File: src/design/spikeConf_params.svh
`ifndef SPIKECONF_PARAMS_SVH
`define SPIKECONF_PARAMS_SVH

// size of the configuration register bank
`define NREG 8

// host input queue depth, equal to the host's starting credits
`define HOST_CREDITS 4

// spike output credits held by the generator walk
`define SPIKE_CREDITS 2

// number of spike generators in program memory
`define NGENS 8

// clocks per time unit, short value for simulation
// the chip build runs with 10000 here
`define TIME_UNIT_DEFAULT 20

// time units per heartbeat
`define HB_DEFAULT 10

`endif

File: src/design/ConfPkg.sv
package ConfPkg;

  // one configuration register, also one host word
  typedef logic [15:0] confWord;

  // register index into the bank
  typedef logic [2:0] confAddr;

  // opcode in bits 15:14 of a header word
  // reads are header only, writes and chunks carry one data word
  typedef enum logic [1:0] {
    REG_WRITE  = 2'd0,
    PROG_CHUNK = 2'd1,
    REG_READ   = 2'd2
  } hostOp;

  // host word parser
  typedef enum logic {
    HDR,
    DATA
  } parseState;

endpackage

File: src/design/SpikePkg.sv
package SpikePkg;

  typedef logic [2:0] genIdx;
  typedef logic [15:0] genPeriod;
  typedef logic [10:0] spikeTag;

  // {genIdx, genPeriod, spikeTag}, index in the top bits
  typedef logic [29:0] progEntry;

  // generator walk
  typedef enum logic [1:0] {
    IDLE,
    READ,
    UPDATE
  } walkState;

endpackage

File: src/design/ConfBus.sv
`timescale 1ns/1ns

// program entry handoff, transfer when valid and ack are both high
interface ProgEntryChan;
  logic valid;
  SpikePkg::progEntry entry;
  logic ack;

  modport src (output valid, output entry, input ack);
  modport dst (input valid, input entry, output ack);
endinterface

// program memory access port
// req held until gnt, rdata valid the cycle after gnt
interface ProgMemPort;
  logic req;
  logic we;
  SpikePkg::genIdx addr;
  SpikePkg::progEntry wdata;
  logic gnt;
  SpikePkg::progEntry rdata;

  modport client (output req, output we, output addr, output wdata, input gnt, input rdata);
  modport mem (input req, input we, input addr, input wdata, output gnt, output rdata);
endinterface

File: src/design/HostConfPort.sv
`timescale 1ns/1ns
`include "spikeConf_params.svh"

module HostConfPort (
  input  logic clk,
  input  logic reset,
  input  logic hostValid,
  input  ConfPkg::confWord hostWord,
  output logic hostCredit,
  output logic rdValid,
  output ConfPkg::confWord rdData,
  output logic chunkValid,
  output ConfPkg::confWord chunk,
  input  logic progBusy,
  input  ConfPkg::confWord [`NREG-1:0] resetValues,
  output ConfPkg::confWord [`NREG-1:0] regValues
);

  // queue depth is a power of two so the pointers wrap on their own
  localparam int PTR_W = $clog2(`HOST_CREDITS);

  ConfPkg::confWord queue [`HOST_CREDITS];
  logic [PTR_W-1:0] wrPtr;
  logic [PTR_W-1:0] rdPtr;
  logic [PTR_W:0] fill;
  ConfPkg::confWord head;
  ConfPkg::hostOp headOp;
  ConfPkg::parseState state;
  ConfPkg::hostOp curOp;
  ConfPkg::confAddr curAddr;
  logic rdPending;
  logic chunkStall;
  logic pop;

  assign head = queue[rdPtr];
  assign headOp = ConfPkg::hostOp'(head[15:14]);

  // a chunk waits while the deserializer still holds an entry or one is in flight
  assign chunkStall = (curOp == ConfPkg::PROG_CHUNK) && (progBusy || chunkValid);
  assign pop = (fill != '0) && !((state == ConfPkg::DATA) && chunkStall);

  ////////////////////////////////////////////////////////////
  // input queue, one credit back per popped word

  always_ff @(posedge clk) begin
    if (reset) begin
      wrPtr <= '0;
      rdPtr <= '0;
      fill <= '0;
      hostCredit <= 1'b0;
    end else begin
      if (hostValid) begin
        wrPtr <= wrPtr + 1'b1;
      end
      if (pop) begin
        rdPtr <= rdPtr + 1'b1;
      end
      fill <= fill + {{PTR_W{1'b0}}, hostValid} - {{PTR_W{1'b0}}, pop};
      hostCredit <= pop;
    end
  end

  ////////////////////////////////////////////////////////////
  // parser and register bank

  always_ff @(posedge clk) begin
    if (reset) begin
      state <= ConfPkg::HDR;
      curOp <= ConfPkg::REG_WRITE;
      curAddr <= '0;
      rdPending <= 1'b0;
      rdValid <= 1'b0;
      chunkValid <= 1'b0;
      regValues <= resetValues;
    end else begin
      rdPending <= 1'b0;
      chunkValid <= 1'b0;
      rdValid <= rdPending;
      if (pop) begin
        case (state)
          ConfPkg::HDR: begin
            curOp <= headOp;
            curAddr <= head[2:0];
            rdPending <= (headOp == ConfPkg::REG_READ);
            if (headOp == ConfPkg::REG_WRITE || headOp == ConfPkg::PROG_CHUNK) begin
              state <= ConfPkg::DATA;
            end
          end
          ConfPkg::DATA: begin
            if (curOp == ConfPkg::REG_WRITE) begin
              regValues[curAddr] <= head;
            end else begin
              chunkValid <= 1'b1;
            end
            state <= ConfPkg::HDR;
          end
        endcase
      end
    end
  end

  always_ff @(posedge clk) begin
    if (hostValid) begin
      queue[wrPtr] <= hostWord;
    end
    if (pop && state == ConfPkg::DATA) begin
      chunk <= head;
    end
    if (rdPending) begin
      rdData <= regValues[curAddr];
    end
  end

  // host sends only while it holds a credit
  assert property (@(posedge clk) disable iff (reset)
    hostValid |-> fill != `HOST_CREDITS);

endmodule

File: src/design/ConfMapper.sv
`timescale 1ns/1ns
`include "spikeConf_params.svh"

module ConfMapper (
  input  ConfPkg::confWord [`NREG-1:0] regValues,
  output ConfPkg::confWord [`NREG-1:0] resetValues,
  output ConfPkg::confWord gensEn,
  output ConfPkg::confWord unitLen,
  output ConfPkg::confWord hbEvery,
  output logic timeReset
);

  ////////////////////////////////////////////////////////////
  // register map

  localparam int GENS_EN_IDX    = 0;
  localparam int UNIT_LEN_IDX   = 1;
  localparam int HB_EVERY_IDX   = 2;
  localparam int TIME_RESET_IDX = 3;
  localparam int FIRST_FREE_IDX = TIME_RESET_IDX + 1;

  // field slices
  assign gensEn    = regValues[GENS_EN_IDX];
  assign unitLen   = regValues[UNIT_LEN_IDX];
  assign hbEvery   = regValues[HB_EVERY_IDX];
  assign timeReset = regValues[TIME_RESET_IDX][0];

  ////////////////////////////////////////////////////////////
  // reset values

  // all generators off
  assign resetValues[GENS_EN_IDX]    = '0;
  assign resetValues[UNIT_LEN_IDX]   = ConfPkg::confWord'(`TIME_UNIT_DEFAULT);
  assign resetValues[HB_EVERY_IDX]   = ConfPkg::confWord'(`HB_DEFAULT);
  assign resetValues[TIME_RESET_IDX] = '0;

  // spare registers
  assign resetValues[`NREG-1:FIRST_FREE_IDX] = '0;

endmodule

File: src/design/Deserializer.sv
`timescale 1ns/1ns

module Deserializer (
  input logic clk,
  input logic reset,
  input logic chunkValid,
  input ConfPkg::confWord chunk,
  ProgEntryChan.src entryOut
);

  // bits of the high chunk that land in the entry
  localparam int HIGH_W = $bits(SpikePkg::progEntry) - $bits(ConfPkg::confWord);

  ConfPkg::confWord lowChunk;
  logic haveLow;

  always_ff @(posedge clk) begin
    if (reset) begin
      haveLow <= 1'b0;
      entryOut.valid <= 1'b0;
    end else begin
      if (entryOut.valid && entryOut.ack) begin
        entryOut.valid <= 1'b0;
      end
      if (chunkValid) begin
        haveLow <= !haveLow;
        if (haveLow) begin
          entryOut.valid <= 1'b1;
        end
      end
    end
  end

  // low chunk first, then high chunk completes the entry
  always_ff @(posedge clk) begin
    if (chunkValid && !haveLow) begin
      lowChunk <= chunk;
    end
    if (chunkValid && haveLow) begin
      entryOut.entry <= {chunk[HIGH_W-1:0], lowChunk};
    end
  end

  // parser must pause while an entry waits for the arbiter
  assert property (@(posedge clk) disable iff (reset)
    chunkValid |-> !entryOut.valid);

endmodule

File: src/design/ProgMemArbiter.sv
`timescale 1ns/1ns
`include "spikeConf_params.svh"

module ProgMemArbiter (
  input logic clk,
  input logic reset,
  ProgEntryChan.dst writer,
  ProgMemPort.mem reader
);

  localparam int TAG_W  = $bits(SpikePkg::spikeTag);
  localparam int PER_W  = $bits(SpikePkg::genPeriod);
  localparam int SLOT_W = TAG_W + PER_W;

  // period and tag per generator
  logic [SLOT_W-1:0] slots [`NGENS];
  logic [SLOT_W-1:0] rdSlot;
  SpikePkg::genIdx rdIdx;
  SpikePkg::genIdx wrIdx;
  logic lastWriter;
  logic grantW;
  logic grantR;

  assign wrIdx = writer.entry[SLOT_W +: $bits(SpikePkg::genIdx)];

  // round robin where the port not served last wins a tie
  assign grantW = writer.valid && (!reader.req || !lastWriter);
  assign grantR = reader.req && !grantW;
  assign writer.ack = grantW;
  assign reader.gnt = grantR;
  assign reader.rdata = {rdIdx, rdSlot};

  always_ff @(posedge clk) begin
    if (reset) begin
      lastWriter <= 1'b0;
    end else if (grantW) begin
      lastWriter <= 1'b1;
    end else if (grantR) begin
      lastWriter <= 1'b0;
    end
  end

  always_ff @(posedge clk) begin
    if (grantW) begin
      slots[wrIdx] <= writer.entry[SLOT_W-1:0];
    end else if (grantR && reader.we) begin
      slots[reader.addr] <= reader.wdata[SLOT_W-1:0];
    end
    if (grantR) begin
      rdIdx <= reader.addr;
      rdSlot <= slots[reader.addr];
    end
  end

  // a writer turned away gets the very next grant
  assert property (@(posedge clk) disable iff (reset)
    writer.valid && !writer.ack |=> writer.ack);

endmodule

File: src/design/SpikeGen.sv
`timescale 1ns/1ns
`include "spikeConf_params.svh"

module SpikeGen (
  input  logic clk,
  input  logic reset,
  input  logic tick,
  input  ConfPkg::confWord gensEn,
  ProgMemPort.client mem,
  output logic spikeValid,
  output SpikePkg::spikeTag spikeTag,
  input  logic spikeCredit
);

  localparam int TAG_W  = $bits(SpikePkg::spikeTag);
  localparam int PER_W  = $bits(SpikePkg::genPeriod);
  localparam int CRED_W = $clog2(`SPIKE_CREDITS + 1);

  SpikePkg::walkState state;
  SpikePkg::genIdx idx;
  SpikePkg::genPeriod counts [`NGENS];
  SpikePkg::genPeriod period;
  SpikePkg::spikeTag tag;
  logic [3:0] pending;
  logic [CRED_W-1:0] credits;
  logic enabled;
  logic needSpike;
  logic lastGen;
  logic start;
  logic emit;

  assign enabled   = gensEn[idx];
  assign needSpike = (counts[idx] == '0);
  assign lastGen   = (idx == SpikePkg::genIdx'(`NGENS - 1));
  assign start     = (state == SpikePkg::IDLE) && (pending != '0);
  assign emit      = (state == SpikePkg::UPDATE) && needSpike;

  // a generator due to fire is not read until a credit is there
  assign mem.req   = (state == SpikePkg::READ) && enabled && (!needSpike || credits != '0);
  assign mem.we    = 1'b0;
  assign mem.wdata = '0;
  assign mem.addr  = idx;
  assign period    = mem.rdata[TAG_W +: PER_W];
  assign tag       = mem.rdata[TAG_W-1:0];

  ////////////////////////////////////////////////////////////
  // pending ticks and output credits

  always_ff @(posedge clk) begin
    if (reset) begin
      pending <= '0;
      credits <= CRED_W'(`SPIKE_CREDITS);
    end else begin
      if (tick && !start && pending != 4'd15) begin
        pending <= pending + 1'b1;
      end else if (!tick && start) begin
        pending <= pending - 1'b1;
      end
      credits <= credits + {{(CRED_W-1){1'b0}}, spikeCredit} - {{(CRED_W-1){1'b0}}, emit};
    end
  end

  ////////////////////////////////////////////////////////////
  // generator walk

  always_ff @(posedge clk) begin
    if (reset) begin
      state <= SpikePkg::IDLE;
      idx <= '0;
      spikeValid <= 1'b0;
      for (int i = 0; i < `NGENS; i++) begin
        counts[i] <= '0;
      end
    end else begin
      spikeValid <= emit;
      case (state)
        SpikePkg::IDLE: begin
          if (start) begin
            idx <= '0;
            state <= SpikePkg::READ;
          end
        end
        SpikePkg::READ: begin
          if (!enabled) begin
            if (lastGen) begin
              state <= SpikePkg::IDLE;
            end else begin
              idx <= idx + 1'b1;
            end
          end else if (mem.gnt) begin
            state <= SpikePkg::UPDATE;
          end
        end
        SpikePkg::UPDATE: begin
          // fire and reload, or count down
          if (needSpike) begin
            counts[idx] <= period - 1'b1;
          end else begin
            counts[idx] <= counts[idx] - 1'b1;
          end
          if (lastGen) begin
            state <= SpikePkg::IDLE;
          end else begin
            idx <= idx + 1'b1;
            state <= SpikePkg::READ;
          end
        end
        default: state <= SpikePkg::IDLE;
      endcase
    end
  end

  always_ff @(posedge clk) begin
    if (emit) begin
      spikeTag <= tag;
    end
  end

  // receiver returns no more credits than it was given
  assert property (@(posedge clk) disable iff (reset)
    credits <= CRED_W'(`SPIKE_CREDITS));

  assert property (@(posedge clk) disable iff (reset)
    spikeValid |-> $past(credits) != '0);

endmodule

File: src/design/TimeMgr.sv
`timescale 1ns/1ns

module TimeMgr (
  input  logic clk,
  input  logic reset,
  input  ConfPkg::confWord unitLen,
  input  ConfPkg::confWord hbEvery,
  input  logic timeReset,
  output logic tick,
  output logic hbPulse
);

  ConfPkg::confWord cycleCnt;
  ConfPkg::confWord unitCnt;
  logic timeResetQ;
  logic unitDone;

  // compare with >= so a shrinking unitLen cannot strand the counter
  assign unitDone = (cycleCnt >= unitLen - 1'b1);

  always_ff @(posedge clk) begin
    if (reset) begin
      cycleCnt <= '0;
      unitCnt <= '0;
      timeResetQ <= 1'b0;
      tick <= 1'b0;
      hbPulse <= 1'b0;
    end else begin
      timeResetQ <= timeReset;
      tick <= 1'b0;
      hbPulse <= 1'b0;
      if (timeReset && !timeResetQ) begin
        cycleCnt <= '0;
        unitCnt <= '0;
      end else if (unitDone) begin
        cycleCnt <= '0;
        tick <= 1'b1;
        // heartbeat rides on every hbEvery-th tick
        if (unitCnt >= hbEvery - 1'b1) begin
          unitCnt <= '0;
          hbPulse <= 1'b1;
        end else begin
          unitCnt <= unitCnt + 1'b1;
        end
      end else begin
        cycleCnt <= cycleCnt + 1'b1;
      end
    end
  end

endmodule

File: src/design/SpikeCore.sv
`timescale 1ns/1ns
`include "spikeConf_params.svh"

module SpikeCore (
  input  logic clk,
  input  logic reset,
  input  logic hostValid,
  input  ConfPkg::confWord hostWord,
  output logic hostCredit,
  output logic rdValid,
  output ConfPkg::confWord rdData,
  output logic spikeValid,
  output SpikePkg::spikeTag spikeTag,
  input  logic spikeCredit,
  output logic hbPulse,
  output logic tick
);

  ConfPkg::confWord [`NREG-1:0] regValues;
  ConfPkg::confWord [`NREG-1:0] resetValues;
  ConfPkg::confWord chunk;
  ConfPkg::confWord gensEn;
  ConfPkg::confWord unitLen;
  ConfPkg::confWord hbEvery;
  logic chunkValid;
  logic timeReset;

  ProgEntryChan entryChan ();
  ProgMemPort memPort ();

  ////////////////////////////////////////////////////////////
  // configuration path

  HostConfPort HostConfPort_i (
    .clk(clk),
    .reset(reset),
    .hostValid(hostValid),
    .hostWord(hostWord),
    .hostCredit(hostCredit),
    .rdValid(rdValid),
    .rdData(rdData),
    .chunkValid(chunkValid),
    .chunk(chunk),
    .progBusy(entryChan.valid),
    .resetValues(resetValues),
    .regValues(regValues)
  );

  ConfMapper ConfMapper_i (
    .regValues(regValues),
    .resetValues(resetValues),
    .gensEn(gensEn),
    .unitLen(unitLen),
    .hbEvery(hbEvery),
    .timeReset(timeReset)
  );

  ////////////////////////////////////////////////////////////
  // program memory and spike path

  Deserializer Deserializer_i (
    .clk(clk),
    .reset(reset),
    .chunkValid(chunkValid),
    .chunk(chunk),
    .entryOut(entryChan.src)
  );

  ProgMemArbiter ProgMemArbiter_i (
    .clk(clk),
    .reset(reset),
    .writer(entryChan.dst),
    .reader(memPort.mem)
  );

  SpikeGen SpikeGen_i (
    .clk(clk),
    .reset(reset),
    .tick(tick),
    .gensEn(gensEn),
    .mem(memPort.client),
    .spikeValid(spikeValid),
    .spikeTag(spikeTag),
    .spikeCredit(spikeCredit)
  );

  TimeMgr TimeMgr_i (
    .clk(clk),
    .reset(reset),
    .unitLen(unitLen),
    .hbEvery(hbEvery),
    .timeReset(timeReset),
    .tick(tick),
    .hbPulse(hbPulse)
  );

endmodule

File: config.mk
export PLATFORM = sky130hd
export DESIGN_NAME = SpikeCore
export DESIGN_NICKNAME = d
export VERILOG_FILES = /design/src/design/ConfPkg.sv /design/src/design/SpikePkg.sv /design/src/design/ConfBus.sv /design/src/design/HostConfPort.sv /design/src/design/ConfMapper.sv /design/src/design/Deserializer.sv /design/src/design/ProgMemArbiter.sv /design/src/design/SpikeGen.sv /design/src/design/TimeMgr.sv /design/src/design/SpikeCore.sv
export VERILOG_INCLUDE_DIRS = /design/src /design/src/design
export SDC_FILE = /design/constraint.sdc
export NUM_CORES = 1
export LEC_CHECK = 0
export BUFFER_PORTS_ARGS = -buffer_cell sky130_fd_sc_hd__buf_4
export CAP_MARGIN = 20
export CORE_AREA = 2 2 241 243
export CTS_BUF_LIST = sky130_fd_sc_hd__clkbuf_2
export DETAILED_ROUTE_END_ITERATION = 8
export DIE_AREA = 0 0 243 245
export PLACE_DENSITY_LB_ADDON = 0.08
export SLEW_MARGIN = 20
export SYNTH_ARGS = -nofsm -noshare
export SYNTH_HDL_FRONTEND = slang
export SYNTH_HIERARCHICAL = 1
export SYNTH_SLANG_ARGS = --single-unit
export TNS_END_PERCENT = 20
File: constraint.sdc
create_clock -name clk -period 11.4 [get_ports clk]
set_input_delay 2.85 -clock clk [delete_from_list [all_inputs] [get_ports clk]]
set_output_delay 2.85 -clock clk [all_outputs]
set_load 0.01 [all_outputs]
# Word level (Yosys, flattened, before mapping)
# Memory sizes are Yosys's and may differ from the RTL's. A register that Yosys moved wholly into a read port is not among the register bits.
# Cells that the tools add are included.
# W data, S select, Z words.
classes:
  eq_ne: 11
  bitwise: 4
  add_sub_neg: 15
  order_cmp: 5
  reduce_logical: 51
  n_mux: 52
op_table:
  columns: ["cell", "n"]
  rows:
  - ["$bwmux W128", 1]
  - ["$mux W16", 5]
  - ["$sub A16 B1 Y16 const B", 4]
  - ["$bmux W16 S3", 1]
  - ["$demux W16 S3", 1]
  - ["$add A16 B1 Y16 const B", 2]
  - ["$ge A16 B16 Y1", 2]
  - ["$mux W1", 26]
  - ["$logic_and A1 B1 Y1", 18]
  - ["$mux W3", 6]
  - ["$logic_not A16 Y1", 1]
  - ["$reduce_or A16 Y1", 1]
  - ["$mux W2", 6]
  - ["$reduce_or A3 Y1", 4]
  - ["$logic_not A1 Y1", 9]
  - ["$pmux W3 S3", 1]
  - ["$reduce_and A3 Y1", 3]
  - ["$mux W4", 2]
  - ["$eq A2 B1 Y1 const B", 3]
  - ["$logic_not A2 Y1", 3]
  - ["$pmux W2 S3", 1]
  - ["$reduce_bool A2 Y1", 3]
  - ["$reduce_bool A3 Y1", 2]
  - ["$lt A3 B5 Y1 const B", 1]
  - ["25 further kinds", 32]
totals:
  input_bits: 20
  wordCells: 177
  ramBits: 408
  register_bits: 284
  n_memories: 3
  out_inout_bits: 32
mem_list:
  columns: ["memory", "depth", "width", "rd", "rd_clocked_by_memory_dff", "write_ports", "line", "rtl"]
  rows:
  - ["ProgMemArbiter_i.slots", 8, 27, 1, 1, 1, "ProgMemArbiter.sv:16", "logic [SLOT_W-1:0] slots [`NGENS];"]
  - ["SpikeGen_i.counts", 8, 16, 1, 1, 8, "SpikeGen.sv:21", "SpikePkg::genPeriod counts [`NGENS];"]
  - ["HostConfPort_i.queue", 4, 16, 1, 1, 1, "HostConfPort.sv:22", "ConfPkg::confWord queue [`HOST_CREDITS];"]

# Logic depth before layout (Yosys ltp)
logic_depth:
  ltp_word: 12
  depth_mapped: 20
  ltp_nobuf: 15

# Modules after synthesis
# Netlist, hierarchy kept.
modules_own_cells:
  columns: ["mod", "seq_area_each_um2", "area_each_um2", "cells_per_inst", "instances"]
  rows:
  - ["HostConfPort", 7106.8, 10490.1, 623, 1]
  - ["ProgMemArbiter", 7407.1, 9576.7, 404, 1]
  - ["SpikeGen", 4474.3, 8034.0, 636, 1]
  - ["TimeMgr", 700.7, 2827.7, 334, 1]
  - ["Deserializer", 1421.4, 1461.4, 55, 1]
  - ["ConfMapper", 0.0, 1336.3, 179, 1]

# Least setup slack after synthesis
# No wires, ideal clock.
synth_timing:
  path_kind: "input port to flip-flop"
  startpoint: "in reset"
  endpoint: "mem SpikeGen_i/counts[0][14] (netlist bit) (data pin)"
  path_slack_ps: 5794
  stages: 15
  arrival_time_ps: 5346
  required_time_ps: 11140
  setup_time_ps: 260
  n_path_buf: 3
  path_cell_list: "nor2b_1 buf_2 o21ai_4 buf_4 buf_6 nand2_1 o21ai_2 inv_1 ha_1 and2_1 and3b_1 nand2_1 mux2_2 nor3_4 mux2_2"
synth_lines:
  columns: ["item", "line", "rtl"]
  rows:
  - ["start: declaration", "SpikeCore.sv:6", "input logic reset,"]
  - ["end: declaration", "SpikeGen.sv:21", null]

==> results.py <==
metrics = {
    "status": {
        "run_status": "finished, violations left",
        "failing_checks": "max-slew violations",
    },
    "worst_setup_path": {
        "arrival_ps": 6810,
        "kind_of_start_point_of_the_critical_path": "flip-flop",
        "setup.worst_path.class": "reg2reg",
        "critPathRequiredTime_ps": 12490,
        "crit_path_end_kind": "flip-flop",
        "critPathMaxFanout": 33,
    },
    "cells_and_area": {
        "layout-area-overhead-vs-synth_pct": 5.34,
        "num-nets-final": 2402,
        "layout.cells.most_common_list": "652 x edfxtp_1, 254 x clkbuf_2, 157 x nor2_1",
        "final.fill_count": 4422,
        "drive_above_1_share": 0.252,
        "postLayoutCoreUtil": 0.620,
        "final_common_cell": "edfxtp_1",
    },
    "drt": {
        "drt-vias-per-instance": 5.79,
        "drt_wirelength_microns": 71800,
        "first_iter_violations": 1575,
        "via_count": 18600,
        "detailedRoute.firstPassIterationCount": 7,
        "drc": 0,
        "wl_per_cell_microns": 22.3,
        "drtAntennaViolNets": 0,
    },
    "timing": {
        "grt_setup_unrepaired": "false",
        "fin_setup_tns_ps": 0,
        "finalCritPeriodShare": 0.501,
        "fin_skew_ps": 96.1,
        "setup_viol_count_final": 0,
        "fin_crit_ps": 5720,
        "finalHoldViolations": 0,
        "maxClockFrequency_mhz": 175,
        "worst-slew-pin-transition_ps": 1640,
        "slew_viol_final": 28,
        "timing.max_slew.rel_slack": -0.0972,
    },
    "floorplanning": {
        "core-area_sq_mm": 0.0570,
        "die_w_microns": 243,
        "dieArea_sq_mm": 0.0595,
        "die_h_microns": 245,
        "num_io_pins": 52,
        "floorplan.rows": 88,
        "initial_core_util": 0.588,
    },
    "clock_network": {
        "clk_pin_slew_worst_paths_ps": 110,
        "cts_tree": "built",
        "clk_path_buf_depth": 3,
        "clkSinkCount": 724,
        "tritoncts.num_buffers": 179,
        "ctsHtreeMaxLevel": 4,
        "cts_resized": 0,
        "postCtsSetupRepairBufs": 0,
        "cts.hold.buffers_added": 0,
        "clock_tree.root_cell": "clkbuf_2",
        "worst_skew_pair.late_latency_ps": 1350,
    },
    "placed_design": {
        "detailed_placement_hpwl_microns": 43200,
        "routabilityCongestion": 0.855,
        "port_buffers": 51,
    },
    "power": {
        "pwr_density_cell_mw_per_mm2": 181,
        "ir_drop_mv": 0.125,
        "post-layout-total-power_mw": 6.41,
        "power.leakage_nw": 12.5,
    },
    "min_path": {
        "worst_hold_startpoint": "ProgMemArbiter_i/rdSlot[1]",
        "hold_path_class": "reg2reg",
    },
    "grt": {
        "grtUsageTotal": 0.248,
        "largest_net_degree_at_the_start_of_global_routing": 66,
        "first_global_vias": 19300,
        "grt_first_pass_wirelength_microns": 110000,
        "antenna_violations_before_repair": 1,
        "grt_overflow_total": 0,
    },
    "synthesis": {
        "yosysWarningCount": 6,
        "post_synth.cell_area_avg_sq_um": 15.1,
        "netlist_instances": 2217,
        "syn_area_sq_mm": 0.0336,
    },
    "job": {
        "max-cap-violations": 0,
    },
}
## power breakdown
part           internal [mW]  switching [mW]
combinational          0.581           0.811
clock                  0.689            1.02
sequential              3.14           0.171
total                   4.41            2.00
## worst max-delay path, cell delays in order, from the launching register on
cell	delay, ps
dfxtp_4	780
mux4_2	580
mux2i_1	500
nand4_1	250
or3_4	410
o21ai_4	380
buf_4	420
o21ai_2	200
inv_1	110
ha_1	220
and2_1	170
and3b_1	250
nand2_1	70
mux2_2	340
nor3_4	400
mux2_2	400
## metrics by stage
step	worst slack [ps]	instance area, sq um	hold WS [ps]	instances
global route	5320	35300	430	3218
finish	5680	35300	415	3218
detailed placement	5230	33700	405	2912
global placement	5310	33700	401	2912
CTS	5710	35300	420	3217
floorplan	5790	34100	400	2370
## path summary, 6_finish.rpt
path / to / slack, ps / cells past startpoint
setup / recovery: SpikeGen_i/counts[3][14] / 5680 / 15
hold / removal: SpikeGen_i/spikeTag[1] / 420 / 0
setup reg to reg: SpikeGen_i/counts[3][14] / 5680 / 15
hold reg to reg: SpikeGen_i/spikeTag[1] / 420 / 0
## cell type report
| type | count | area (sq um) | share of cell area |
|---|---|---|---|
| sequential | 724 | 21000 | 0.595 |
| multi-input combinational | 1294 | 10900 | 0.309 |
| clock buffer | 254 | 1270 | 0.0360 |
| tap | 765 | 957 | 0.0271 |
| timing repair buffer | 93 | 698 | 0.0198 |
| clock inverter | 51 | 330 | 0.00935 |
| inverter | 36 | 135 | 0.00382 |
| antenna | 1 | 2.50 | 0.0000708 |
## registers in the layout, indices dropped and copies added (netlist names), 11 cells and up, named ones only
name                           flops
SpikeGen_i/spikeTag               11
HostConfPort_i/chunk              16
ProgMemArbiter_i/rdSlot           27
SpikeGen_i/counts                128
HostConfPort_i/queue              64
TimeMgr_i/cycleCnt                16
TimeMgr_i/unitCnt                 16
ProgMemArbiter_i/slots           216
Deserializer_i/lowChunk           16
HostConfPort_i/rdData             16
Deserializer_i/entryOut.entry     30
HostConfPort_i/regValues         128
## routing by layer
| metal | part of all wire | up-vias | routed length, microns | track usage |
|---|---|---|---|---|
| met5 | 0 | - | 0 | 0 |
| met4 | 0.029 | 0 | 2080 | 0.103 |
| met3 | 0.066 | 132 | 4740 | 0.0546 |
| met2 | 0.49 | 618 | 35400 | 0.410 |
| met1 | 0.41 | 9301 | 29700 | 0.319 |
| li1 | - | 8573 | - | - |
No activity file was read; power rests on OpenSTA's default activity.
